$ cat src/common/periph_pkg.sv
/* shared widths, address map, register offsets, register bus structs and enums
   of the peripheral subsystem that every block imports */

package periph_pkg;

    // bus widths
    localparam int addr_w = 16;
    localparam int data_w = 32;
    localparam int strb_w = 4;

    // region field of the address sits above region_lsb
    localparam int region_lsb = 8;
    localparam int region_w = addr_w - region_lsb;
    localparam logic [region_w-1:0] gpio_region = 8'd0;
    localparam logic [region_w-1:0] timer_region = 8'd1;

    // in-region byte offsets
    localparam logic [region_lsb-1:0] gpio_out_ofs = 8'h00;
    localparam logic [region_lsb-1:0] gpio_in_ofs = 8'h04;
    localparam logic [region_lsb-1:0] tmr_count_ofs = 8'h00;
    localparam logic [region_lsb-1:0] tmr_cmp_ofs = 8'h04;
    localparam logic [region_lsb-1:0] tmr_ctrl_ofs = 8'h08;

    // axi response codes
    localparam logic [1:0] resp_okay = 2'b00;
    localparam logic [1:0] resp_slverr = 2'b10;

    typedef enum logic {
        op_read,
        op_write
    } reg_op_e;

    typedef enum logic [1:0] {
        st_idle,
        st_access,
        st_bresp,
        st_rresp
    } bridge_state_e;

    typedef struct packed {
        reg_op_e                 op;
        logic [region_lsb-1:0]   addr;
        logic [data_w-1:0]       wdata;
        logic [strb_w-1:0]       strb;
    } reg_req_t;

    typedef struct packed {
        logic [data_w-1:0]       rdata;
        logic                    ready;
    } reg_rsp_t;

    // byte lane merge for strobed register writes
    function automatic logic [data_w-1:0] strb_merge(
        input logic [data_w-1:0] old_val,
        input logic [data_w-1:0] new_val,
        input logic [strb_w-1:0] strb
    );
        logic [data_w-1:0] merged;
        merged = old_val;
        for (int i = 0; i < strb_w; i++) begin
            if (strb[i]) begin
                merged[i*8 +: 8] = new_val[i*8 +: 8];
            end
        end
        return merged;
    endfunction

endpackage

$ cat src/verilog/axil_reg_bridge.sv
/* axi4-lite slave that accepts one transaction at a time, decodes the region
   and forwards the access to one peripheral over the internal register bus */

`timescale 1ns/1ps

module axil_reg_bridge (
    input  logic                          aclk,
    input  logic                          aresetn,
    // axi4-lite slave
    input  logic                          awvalid,
    output logic                          awready,
    input  logic [periph_pkg::addr_w-1:0] awaddr,
    input  logic                          wvalid,
    output logic                          wready,
    input  logic [periph_pkg::data_w-1:0] wdata,
    input  logic [periph_pkg::strb_w-1:0] wstrb,
    output logic                          bvalid,
    input  logic                          bready,
    output logic [1:0]                    bresp,
    input  logic                          arvalid,
    output logic                          arready,
    input  logic [periph_pkg::addr_w-1:0] araddr,
    output logic                          rvalid,
    input  logic                          rready,
    output logic [periph_pkg::data_w-1:0] rdata,
    output logic [1:0]                    rresp,
    // register bus
    output periph_pkg::reg_req_t          req,
    output logic                          gpio_en,
    output logic                          tmr_en,
    input  periph_pkg::reg_rsp_t          gpio_rsp,
    input  periph_pkg::reg_rsp_t          tmr_rsp
);
    import periph_pkg::*;

    bridge_state_e         state;
    logic                  wr_hs;
    logic                  rd_hs;
    logic [region_w-1:0]   hs_region;
    logic                  hs_gpio;
    logic                  hs_tmr;
    reg_rsp_t              sel_rsp;
    logic [data_w-1:0]     rdata_q;
    logic [1:0]            resp_q;

    // write needs address and data in the same cycle, and beats a read
    assign wr_hs = (state == st_idle) && awvalid && wvalid;
    assign rd_hs = (state == st_idle) && arvalid && !(awvalid && wvalid);
    assign awready = wr_hs;
    assign wready = wr_hs;
    assign arready = rd_hs;

    assign hs_region = wr_hs ? awaddr[addr_w-1:region_lsb] : araddr[addr_w-1:region_lsb];
    assign hs_gpio = (hs_region == gpio_region);
    assign hs_tmr = (hs_region == timer_region);

    assign sel_rsp = gpio_en ? gpio_rsp : tmr_rsp;

    assign bvalid = (state == st_bresp);
    assign rvalid = (state == st_rresp);
    assign bresp = resp_q;
    assign rresp = resp_q;
    assign rdata = rdata_q;

    always_ff @(posedge aclk or negedge aresetn) begin
        if (!aresetn) begin
            state <= st_idle;
            gpio_en <= 1'b0;
            tmr_en <= 1'b0;
        end else begin
            case (state)
                st_idle: begin
                    if (wr_hs || rd_hs) begin
                        gpio_en <= hs_gpio;
                        tmr_en <= hs_tmr;
                        // unmapped region answers right away
                        if (hs_gpio || hs_tmr) begin
                            state <= st_access;
                        end else begin
                            state <= wr_hs ? st_bresp : st_rresp;
                        end
                    end
                end
                st_access: begin
                    if (sel_rsp.ready) begin
                        gpio_en <= 1'b0;
                        tmr_en <= 1'b0;
                        state <= (req.op == op_write) ? st_bresp : st_rresp;
                    end
                end
                st_bresp: begin
                    if (bready) begin
                        state <= st_idle;
                    end
                end
                st_rresp: begin
                    if (rready) begin
                        state <= st_idle;
                    end
                end
                default: state <= st_idle;
            endcase
        end
    end

    // request and response payload
    always_ff @(posedge aclk) begin
        if (wr_hs) begin
            req <= '{op: op_write, addr: awaddr[region_lsb-1:0], wdata: wdata, strb: wstrb};
            rdata_q <= '0;
            resp_q <= resp_slverr;
        end else if (rd_hs) begin
            req <= '{op: op_read, addr: araddr[region_lsb-1:0], wdata: '0, strb: '0};
            rdata_q <= '0;
            resp_q <= resp_slverr;
        end else if (state == st_access && sel_rsp.ready) begin
            resp_q <= resp_okay;
            if (req.op == op_read) begin
                rdata_q <= sel_rsp.rdata;
            end
        end
    end

    // each response channel answers only the request type that is latched
    a_one_resp: assert property (@(posedge aclk) disable iff (!aresetn)
        !(bvalid && req.op != op_write) && !(rvalid && req.op != op_read));
    a_one_en: assert property (@(posedge aclk) disable iff (!aresetn)
        !(gpio_en && tmr_en));
    // response held until the host takes it
    a_rresp_hold: assert property (@(posedge aclk) disable iff (!aresetn)
        rvalid && !rready |=> rvalid && $stable(rdata) && $stable(rresp));

endmodule

$ cat src/gpios/gpios.sv
/* gpio register block on the internal register bus with a byte-strobed output
   register driving the pins and a synchronized view of the input pins */

`timescale 1ns/1ps

module gpios (
    input  logic                          aclk,
    input  logic                          aresetn,
    input  logic                          en,
    input  periph_pkg::reg_req_t          req,
    output periph_pkg::reg_rsp_t          rsp,
    input  logic [periph_pkg::data_w-1:0] gpio_in,
    output logic [periph_pkg::data_w-1:0] gpio_out
);
    import periph_pkg::*;

    logic [data_w-1:0] out_q;
    logic [data_w-1:0] sync1_q;
    logic [data_w-1:0] sync2_q;
    logic [data_w-1:0] rdata_q;
    logic              ready_q;
    logic              access;

    // act only on the first cycle of an enable
    assign access = en && !ready_q;

    assign gpio_out = out_q;
    assign rsp.rdata = rdata_q;
    assign rsp.ready = ready_q;

    always_ff @(posedge aclk or negedge aresetn) begin
        if (!aresetn) begin
            out_q <= '0;
            ready_q <= 1'b0;
        end else begin
            ready_q <= access;
            if (access && req.op == op_write && req.addr == gpio_out_ofs) begin
                out_q <= strb_merge(out_q, req.wdata, req.strb);
            end
        end
    end

    // two flop input sync and read capture
    always_ff @(posedge aclk) begin
        sync1_q <= gpio_in;
        sync2_q <= sync1_q;
        if (access) begin
            case (req.addr)
                gpio_out_ofs: rdata_q <= out_q;
                gpio_in_ofs: rdata_q <= sync2_q;
                default: rdata_q <= '0;
            endcase
        end
    end

    a_ready_pulse: assert property (@(posedge aclk) disable iff (!aresetn)
        rsp.ready |=> !rsp.ready);

endmodule

$ cat src/timer/mtimer.sv
/* machine timer on the internal register bus with a free running counter, a
   compare register, an enable and a pending bit that drives the interrupt line */

`timescale 1ns/1ps

module mtimer (
    input  logic                 aclk,
    input  logic                 aresetn,
    input  logic                 en,
    input  periph_pkg::reg_req_t req,
    output periph_pkg::reg_rsp_t rsp,
    output logic                 irq
);
    import periph_pkg::*;

    logic [data_w-1:0] count_q;
    logic [data_w-1:0] cmp_q;
    logic              enable_q;
    logic              pending_q;
    logic [data_w-1:0] ctrl;
    logic [data_w-1:0] rdata_q;
    logic              ready_q;
    logic              access;
    logic              wr;

    assign access = en && !ready_q;
    assign wr = access && (req.op == op_write);
    assign ctrl = {{(data_w-2){1'b0}}, pending_q, enable_q};

    assign irq = pending_q;
    assign rsp.rdata = rdata_q;
    assign rsp.ready = ready_q;

    always_ff @(posedge aclk or negedge aresetn) begin
        if (!aresetn) begin
            count_q <= '0;
            cmp_q <= '0;
            enable_q <= 1'b0;
            pending_q <= 1'b0;
            ready_q <= 1'b0;
        end else begin
            ready_q <= access;
            // a counter write wins over the increment
            if (wr && req.addr == tmr_count_ofs) begin
                count_q <= strb_merge(count_q, req.wdata, req.strb);
            end else if (enable_q) begin
                count_q <= count_q + 1'b1;
            end
            if (wr && req.addr == tmr_cmp_ofs) begin
                cmp_q <= strb_merge(cmp_q, req.wdata, req.strb);
            end
            if (wr && req.addr == tmr_ctrl_ofs && req.strb[0]) begin
                enable_q <= req.wdata[0];
            end
            // a new match is not lost to a clear in the same cycle
            if (enable_q && count_q == cmp_q) begin
                pending_q <= 1'b1;
            end else if (wr && req.addr == tmr_ctrl_ofs && req.strb[0] && req.wdata[1]) begin
                pending_q <= 1'b0;
            end
        end
    end

    always_ff @(posedge aclk) begin
        if (access) begin
            case (req.addr)
                tmr_count_ofs: rdata_q <= count_q;
                tmr_cmp_ofs: rdata_q <= cmp_q;
                tmr_ctrl_ofs: rdata_q <= ctrl;
                default: rdata_q <= '0;
            endcase
        end
    end

    a_ready_pulse: assert property (@(posedge aclk) disable iff (!aresetn)
        rsp.ready |=> !rsp.ready);

endmodule

$ cat src/verilog/periph_top.sv
/* peripheral subsystem top where the axi4-lite bridge feeds the gpio block
   and the machine timer over the shared register bus */

`timescale 1ns/1ps

module periph_top (
    input  logic                          aclk,
    input  logic                          aresetn,
    // axi4-lite slave
    input  logic                          awvalid,
    output logic                          awready,
    input  logic [periph_pkg::addr_w-1:0] awaddr,
    input  logic                          wvalid,
    output logic                          wready,
    input  logic [periph_pkg::data_w-1:0] wdata,
    input  logic [periph_pkg::strb_w-1:0] wstrb,
    output logic                          bvalid,
    input  logic                          bready,
    output logic [1:0]                    bresp,
    input  logic                          arvalid,
    output logic                          arready,
    input  logic [periph_pkg::addr_w-1:0] araddr,
    output logic                          rvalid,
    input  logic                          rready,
    output logic [periph_pkg::data_w-1:0] rdata,
    output logic [1:0]                    rresp,
    // pins
    input  logic [periph_pkg::data_w-1:0] gpio_in,
    output logic [periph_pkg::data_w-1:0] gpio_out,
    output logic                          irq
);
    import periph_pkg::*;

    reg_req_t req;
    reg_rsp_t gpio_rsp;
    reg_rsp_t tmr_rsp;
    logic     gpio_en;
    logic     tmr_en;

    axil_reg_bridge axil_reg_bridge_i (
        .aclk     (aclk),
        .aresetn  (aresetn),
        .awvalid  (awvalid),
        .awready  (awready),
        .awaddr   (awaddr),
        .wvalid   (wvalid),
        .wready   (wready),
        .wdata    (wdata),
        .wstrb    (wstrb),
        .bvalid   (bvalid),
        .bready   (bready),
        .bresp    (bresp),
        .arvalid  (arvalid),
        .arready  (arready),
        .araddr   (araddr),
        .rvalid   (rvalid),
        .rready   (rready),
        .rdata    (rdata),
        .rresp    (rresp),
        .req      (req),
        .gpio_en  (gpio_en),
        .tmr_en   (tmr_en),
        .gpio_rsp (gpio_rsp),
        .tmr_rsp  (tmr_rsp)
    );

    gpios gpios_i (
        .aclk     (aclk),
        .aresetn  (aresetn),
        .en       (gpio_en),
        .req      (req),
        .rsp      (gpio_rsp),
        .gpio_in  (gpio_in),
        .gpio_out (gpio_out)
    );

    mtimer mtimer_i (
        .aclk     (aclk),
        .aresetn  (aresetn),
        .en       (tmr_en),
        .req      (req),
        .rsp      (tmr_rsp),
        .irq      (irq)
    );

endmodule

$ cat config.mk
export PLATFORM = sky130hd
export DESIGN_NAME = periph_top
export DESIGN_NICKNAME = d
export VERILOG_FILES = /design/src/common/periph_pkg.sv /design/src/verilog/axil_reg_bridge.sv /design/src/gpios/gpios.sv /design/src/timer/mtimer.sv /design/src/verilog/periph_top.sv
export SDC_FILE = /design/constraint.sdc
export NUM_CORES = 1
export LEC_CHECK = 0
export ABC_AREA = 1
export BUFFER_PORTS_ARGS = -buffer_cell sky130_fd_sc_hd__buf_2
export CAP_MARGIN = 20
export CORE_MARGIN = 2
export CORE_UTILIZATION = 60
export CTS_BUF_LIST = sky130_fd_sc_hd__clkbuf_2
export CTS_CLUSTER_DIAMETER = 40
export DETAILED_ROUTE_END_ITERATION = 8
export PLACE_DENSITY = 0.89
export SLEW_MARGIN = 0
export SYNTH_ARGS = -nofsm -noshare
export SYNTH_HDL_FRONTEND = slang
export SYNTH_HIERARCHICAL = 1
export SYNTH_SLANG_ARGS = --single-unit
$ cat constraint.sdc
create_clock -name aclk -period 3.4 [get_ports aclk]
set_input_delay 0.34 -clock aclk [delete_from_list [all_inputs] [get_ports aclk]]
set_output_delay 0.34 -clock aclk [all_outputs]
set_load 0.02 [all_outputs]
==> results.md, run 1 <==
* Clock Tree Root: clkbuf_2
* # clock sinks at 310
* Hold_buf cts at 95
* Num rows at 55
* Synth top area share at 23.64%
* GPL Wtd Cong at 0.9694
* Post-layout worst setup margin at 0.3294 ns
* Peak Freq at 325.7 MHz
* Clk buf depth at 3
* Critical Path Slowest Stage Cell: dlygate4sd3_1
* Worst setup SP type: flip-flop
* Vias in the first global route at 12610
* Max Cap Viol at 0
* Core area at 22570 sq um
* Yosys reg bits at 310
* Worst slack at placement at 1.026 ns
* Post-synth ARST share at 33.55%
* GRT Overall Usage at 36.06%
* IO Port Bufs at 178
* Antenna Nets Post-Route at 0
* Max Slew Vio Count at 0
* Max Clock Skew at 0.08977 ns
* CP Max Fanout at 49
* Syn Area/Cell at 8.390 sq um
* Post-CTS Resized at 0
* Final hold vios at 0
* Worst slew margin at 31.55%
* CTS tree: built
* Reg2reg end: axil_reg_bridge_i/gpio_en$_DFFE_PN0P_
* Initial antenna violation count at 1
* Worst-case vdd ir drop at 0.3250 mV
* Top post-synthesis cells by area: edfxtp_1 (24%), dfrtp_1 (19%), nand2_1 (15%)
* Global-route wire length before repair at 66.29 mm
* Commonest cells after routing, fill and taps aside: nand2_1 (553), inv_1 (198), buf_2 (177)
* H-tree lvl count at 3
* Area fraction in compound gates after synthesis at 6.622%
* HP Class: primary input to asynchronous set/reset pin
* Mapped Cells at 1635
* Initial Util at 60.78%
* Most common cell after layout, fill and taps aside: nand2_1
* Delay-heaviest family, CP: buffers and inverters
* RSZ-0062 raised after global routing: no
* Drt first-iter violations at 1457
* Post-route cell area at 16380 sq um
* Ys Warns at 6
* Non-Filler Instances at 2287
* Register area share after synthesis at 56.91%
* Mapped cell area at 13720 sq um
* Clock slew at reported path FFs at 0.13 ns
* Placed cells at 2047
* Dpl cell area at 14630 sq um
* Mux contribution to synthesized area at 0%
* Die area at 24090 sq um
* Dpl hpwl at 28.00 mm
* Outcome: finished, final reports clean
* Postcts setup bufs at 0
* Overall Power at 6.830 mW
* Pwr Density at 416.9 nW/um^2
* Clk_lat worst skew at 0.87 ns
* Post-synth EDFFs at 108
* Via-per-instance ratio at 5.583
* Core Util, Final at 72.57%
* Critical path class: flip-flop to flip-flop
* WL final at 43.48 mm
* WP depth at 9
* P_leak at 8.121 nW
* Reg2reg path depth at 9
* Routed len/inst at 19.01 um
* Synth unique cells at 41
* FF-to-FF Start: axil_reg_bridge_i/state[1]$_DFFE_PN0P_
* DRT Pass-1 Iters at 6
* Worst Path Buf+Inv at 3
* Crit path arrival time at 3.83 ns
* Largest net degree at the start of global routing at 54
* Setup crit end kind: flip-flop
* WP data required at 4.16 ns
* DRC violations left at 0
* Worst R2R Setup Slack at 0.33 ns
* Layout Nets at 2045
* Ports at 181
* Most used DFF post-synth: edfxtp_1
* Final setup vio count at 0
* Crit path largest cell delay at 0.59 ns
* CTS Buf Count at 77
* Routed vias at 12770
* Layout cells sized above 1 at 18.84%
* Layout area overhead at 19.41%
* Most common cell on crit path: nand2_1
* Synth Area in Simple Gates at 26.69%
* Worst slew pin tran at 1.026 ns
* Post-synthesis adder-cell area fraction at 0.09121%
* Worst path cell trace: nor2_4 -> nand2_4 -> inv_2 -> nand2_1 -> nand2_1 -> dlygate4sd3_1 -> nand3b_1 -> dlygate4sd3_1 -> nand2_1
* Final critical-path share of the clock period at 90.31%
* Total grt overflow at 0
* Sum Neg Setup Slack at 0 ns
* Hold Slack at 0.05000 ns
* Minimum clock period at 3.071 ns
* Die extent in x at 155.2 um
* Leading area contributor after synthesis: edfxtp_1
* Die span in y at 155.2 um
* Main combinational cell family by area after synthesis: simple AND/OR/NAND/NOR gates
* Xor/xnor share of the synthesized area at 0.7023%
-- sequential cells by signal, summed over array words and instances, names as in the netlist, 32 cells and up --
| register | cells |
|---|---|
| axil_reg_bridge_i/req | 45 |
| axil_reg_bridge_i/rdata | 32 |
| gpios_i/gpio_out | 32 |
| gpios_i/rdata_q | 32 |
| gpios_i/sync1_q | 32 |
| gpios_i/sync2_q | 32 |
| mtimer_i/cmp_q | 32 |
| mtimer_i/count_q | 32 |
| mtimer_i/rdata_q | 32 |
-- Yosys cell counts (2+ instances only) --
library cell	instances
nand2_2	4
inv_2	6
inv_1	198
nor2_2	21
dfrtp_1	104
o221ai_1	3
or2_0	5
nand3_1	69
edfxtp_1	108
dfxtp_1	98
buf_2	21
clkinv_2	2
nand4_1	35
o21ai_1	53
nand3b_1	3
nand2_1	553
o22ai_1	25
nor2_4	7
and2_1	2
buf_4	7
buf_1	2
nand3_2	2
xnor2_1	7
inv_4	2
nor2_1	163
nand2_4	5
buf_6	20
clkbuf_1	12
a21oi_1	9
o21ai_0	75
xor2_1	4
-- layout make-up --
| cell class | instances | area (sq um) |
|---|---|---|
| sequential | 310 | 7807 |
| timing repair buffer | 285 | 1954 |
| multi-input combinational | 1055 | 4686 |
| fill | 1598 | 6191 |
| clock inverter | 15 | 145.1 |
| antenna | 1 | 2.502 |
| clock buffer | 128 | 640.6 |
| inverter | 208 | 788.3 |
| tap | 285 | 356.6 |
-- how the worst max path moves through the flow --
stage	endpoint	slack, ns	startpoint
3_3_place_gp	gpios_i/rdata_q[27]$_DFFE_PN_	1.16	axil_reg_bridge_i/req[37]$_DFFE_PP_
6_report	axil_reg_bridge_i/gpio_en$_DFFE_PN0P_	0.33	axil_reg_bridge_i/state[1]$_DFFE_PN0P_
4_1_cts	axil_reg_bridge_i/gpio_en$_DFFE_PN0P_	0.56	axil_reg_bridge_i/state[1]$_DFFE_PN0P_
5_1_grt	axil_reg_bridge_i/gpio_en$_DFFE_PN0P_	0.21	axil_reg_bridge_i/state[1]$_DFFE_PN0P_
2_1_floorplan	mtimer_i/count_q[26]$_DFFE_PN0P_	0.99	mtimer_i/ready_q$_DFF_PN0_
3_5_place_dp	axil_reg_bridge_i/rdata[4]$_SDFFE_PP0P_	1.03	wvalid
-- power breakdown --
group	leakage, nW	switching [mW]	total [mW]	internal, mW
Combinational	4.35	0.0944	0.219	0.124
Sequential	3.17	0.0117	3.88	3.87
Clock	0.598	1.52	2.73	1.21
Total	8.12	1.63	6.83	5.20
-- layer usage --
metal  share of wire (%)  vias to the layer above  global-route usage, %
met5                   0                        -                      0
met4                 6.0                        0                  20.01
met3                 9.4                      195                  6.602
met2                  50                      898                  63.41
met1                  35                     5866                  41.82
li1                    -                     5809                      -
-- logic make-up (layout without fill, tap and decap cells) --
| family | Yosys count | count (layout) |
|---|---|---|
| fa+ha+maj | 1 | 1 |
| compound gates | 169 | 169 |
| flops | 310 | 310 |
| simple gates | 872 | 872 |
| buf+inv | 271 | 636 |
| xor+xnor | 11 | 11 |
| other cells | 1 | 3 |
Power figures use the tool's default switching activity.
==> inputs of run 2 (changes only) <==
- TNS_END_PERCENT: not set -> 50
- clock period: 3.4 -> 3.2 ns (I/O delays scaled with it)
==> run 2 against run 1 <==
Net effect: register-to-register slack lost 0.14 ns; fmax rose by 2.0%; critical path depth unchanged; largest cell class unchanged; cell count up 0.17%; clock-buffer cell count is 10 lower; wire length is 1.6% higher; via count up 0.94%; power rose by 6.3%.
==> results.md, run 2 (same netlist as run 1, synthesis figures left out) <==
* Outcome: finished, final reports clean
* IO Port Bufs at 178
* Core area at 22570 sq um
* WP data required at 4.02 ns
* Final setup vio count at 0
* Via-per-instance ratio at 5.625
* Max Clock Skew at 0.1156 ns
* Top reg by flops: axil_reg_bridge_i/req
* Footprint of the multi-input gates at 4686 sq um
* H-tree lvl count at 3
* Minimum clock period at 3.009 ns
* Post-CTS Resized at 0
* Initial antenna violation count at 2
* Die span in y at 155.2 um
* Worst slew pin tran at 1.029 ns
* Max Slew Vio Count at 0
* Vias in the first global route at 12910
* Hold wc startpoint: gpio_in[2]
* Sum Neg Setup Slack at 0 ns
* Ports at 181
* Die area at 24090 sq um
* Worst slew margin at 31.35%
* CTS Buf Count at 76
* Routed len/inst at 19.28 um
* RSZ-0062 raised after global routing: no
* Postcts setup bufs at 0
* Fillers at 1555
* Commonest cells after routing, fill and taps aside: nand2_1 (553), inv_1 (198), buf_2 (177)
* Antenna Nets Post-Route at 0
* WL final at 44.18 mm
* Layout cells sized above 1 at 18.66%
* Clk_lat worst skew at 0.91 ns
* GPL Wtd Cong at 0.9757
* Largest net degree at the start of global routing at 79
* Worst setup SP type: flip-flop
* Clock Tree Root: clkbuf_2
* Worst-case vdd ir drop at 0.3242 mV
* Layout area overhead at 19.72%
* Final hold vios at 0
* Critical Path Start: axil_reg_bridge_i/state[1]$_DFFE_PN0P_
* Initial Util at 60.78%
* Dpl hpwl at 27.77 mm
* Max Cap Viol at 0
* P_leak at 8.136 nW
* Pwr Density at 442.1 nW/um^2
* Clock slew at reported path FFs at 0.14 ns
* DRT Pass-1 Iters at 8
* Largest register FFs at 45
* Clk buf depth at 3
* HP Class: primary input to flip-flop
* # clock sinks at 310
* CTS tree: built
* DRC violations left at 0
* Layout Nets at 2050
* Drt first-iter violations at 1637
* Post-layout worst setup margin at 0.1911 ns
* Total grt overflow at 0
* FF-to-FF Start: axil_reg_bridge_i/state[1]$_DFFE_PN0P_
* Peak Freq at 332.3 MHz
* Crit path arrival time at 3.83 ns
* Worst slack at placement at 0.7881 ns
* GRT Overall Usage at 36.99%
* Die extent in x at 155.2 um
* Routed vias at 12890
* Hold_buf cts at 99
* Global-route wire length before repair at 67.99 mm
* Sequential cell area at 7807 sq um
* CP Max Fanout at 49
* Most common cell after layout, fill and taps aside: nand2_1
* Setup crit end kind: flip-flop
* Num rows at 55
* Critical path class: flip-flop to flip-flop
* Final critical-path share of the clock period at 94.03%
==> run 2: cell count changes in the layout (fill, tap and decap cells not counted), sizes merged <==
cell         before  now
clkbuf          128  118
inv             206  207
dlygate4sd3      95  100
buf             190  191
clkinv           14   20
diode             1    2
==> run 2: power breakdown <==
| group | leakage (nW) | internal, mW | switching, mW | total (mW) |
|---|---|---|---|---|
| clock | 0.582 | 1.23 | 1.68 | 2.90 |
| combinational | 4.38 | 0.138 | 0.102 | 0.240 |
| sequential | 3.17 | 4.11 | 0.0122 | 4.12 |
==> run 2: through the flow <==
step                      util (%)  total power [mW]  std cells  hold slack [ns]  instance area, sq um
after floorplan                  -             4.229       1636          0.02441                 13720
after global placement       64.78             4.327       2048           0.3110                 14620
after detailed placement     64.78             4.333       2048           0.3121                 14620
after CTS                    72.57             7.177       2287          0.01191                 16380
after global routing         72.76             7.499       2291          0.03908                 16420
final                        72.76             7.261       2291          0.05888                 16420
==> run 2: layer usage <==
layer,part of all wire [%],global-route usage [%],vias up
met5,0,0,-
met4,7.4,25.51,0
met3,9.1,6.852,228
met2,48,62.69,927
met1,35,42.78,5908
li1,-,-,5825
==> run 2: final timing paths <==
path | end | slack, ns | cells past startpoint
max | axil_reg_bridge_i/tmr_en$_DFFE_PN0P_ | 0.19 | 9
min | gpios_i/sync1_q[2]$_DFF_P_ | 0.06 | 2
max reg2reg | axil_reg_bridge_i/tmr_en$_DFFE_PN0P_ | 0.19 | 9
min reg2reg | gpios_i/sync2_q[16]$_DFF_P_ | 0.29 | 0
max in group asynchronous | mtimer_i/irq$_DFFE_PN0P_ | 1.90 | 5
min in group asynchronous | gpios_i/gpio_out[22]$_DFFE_PN0P_ | 0.36 | 3
==> run 2: cell type report <==
class	count	area share [%]
clock inverter	22	1.082
clock buffer	118	3.596
sequential	310	47.54
multi-input combinational	1055	28.53
antenna	2	0.03047
inverter	208	4.800
tap	285	2.171
timing repair buffer	291	12.25
==> run 2: worst max-delay path, stage by stage (launching register included) <==
cell	delay (ns)
dfrtp_1	0.50
nor2_4	0.24
nand2_4	0.36
inv_2	0.31
nand2_1	0.08
nand2_1	0.06
dlygate4sd3_1	0.58
nand3_1	0.11
dlygate4sd3_1	0.60
nand2_1	0.06
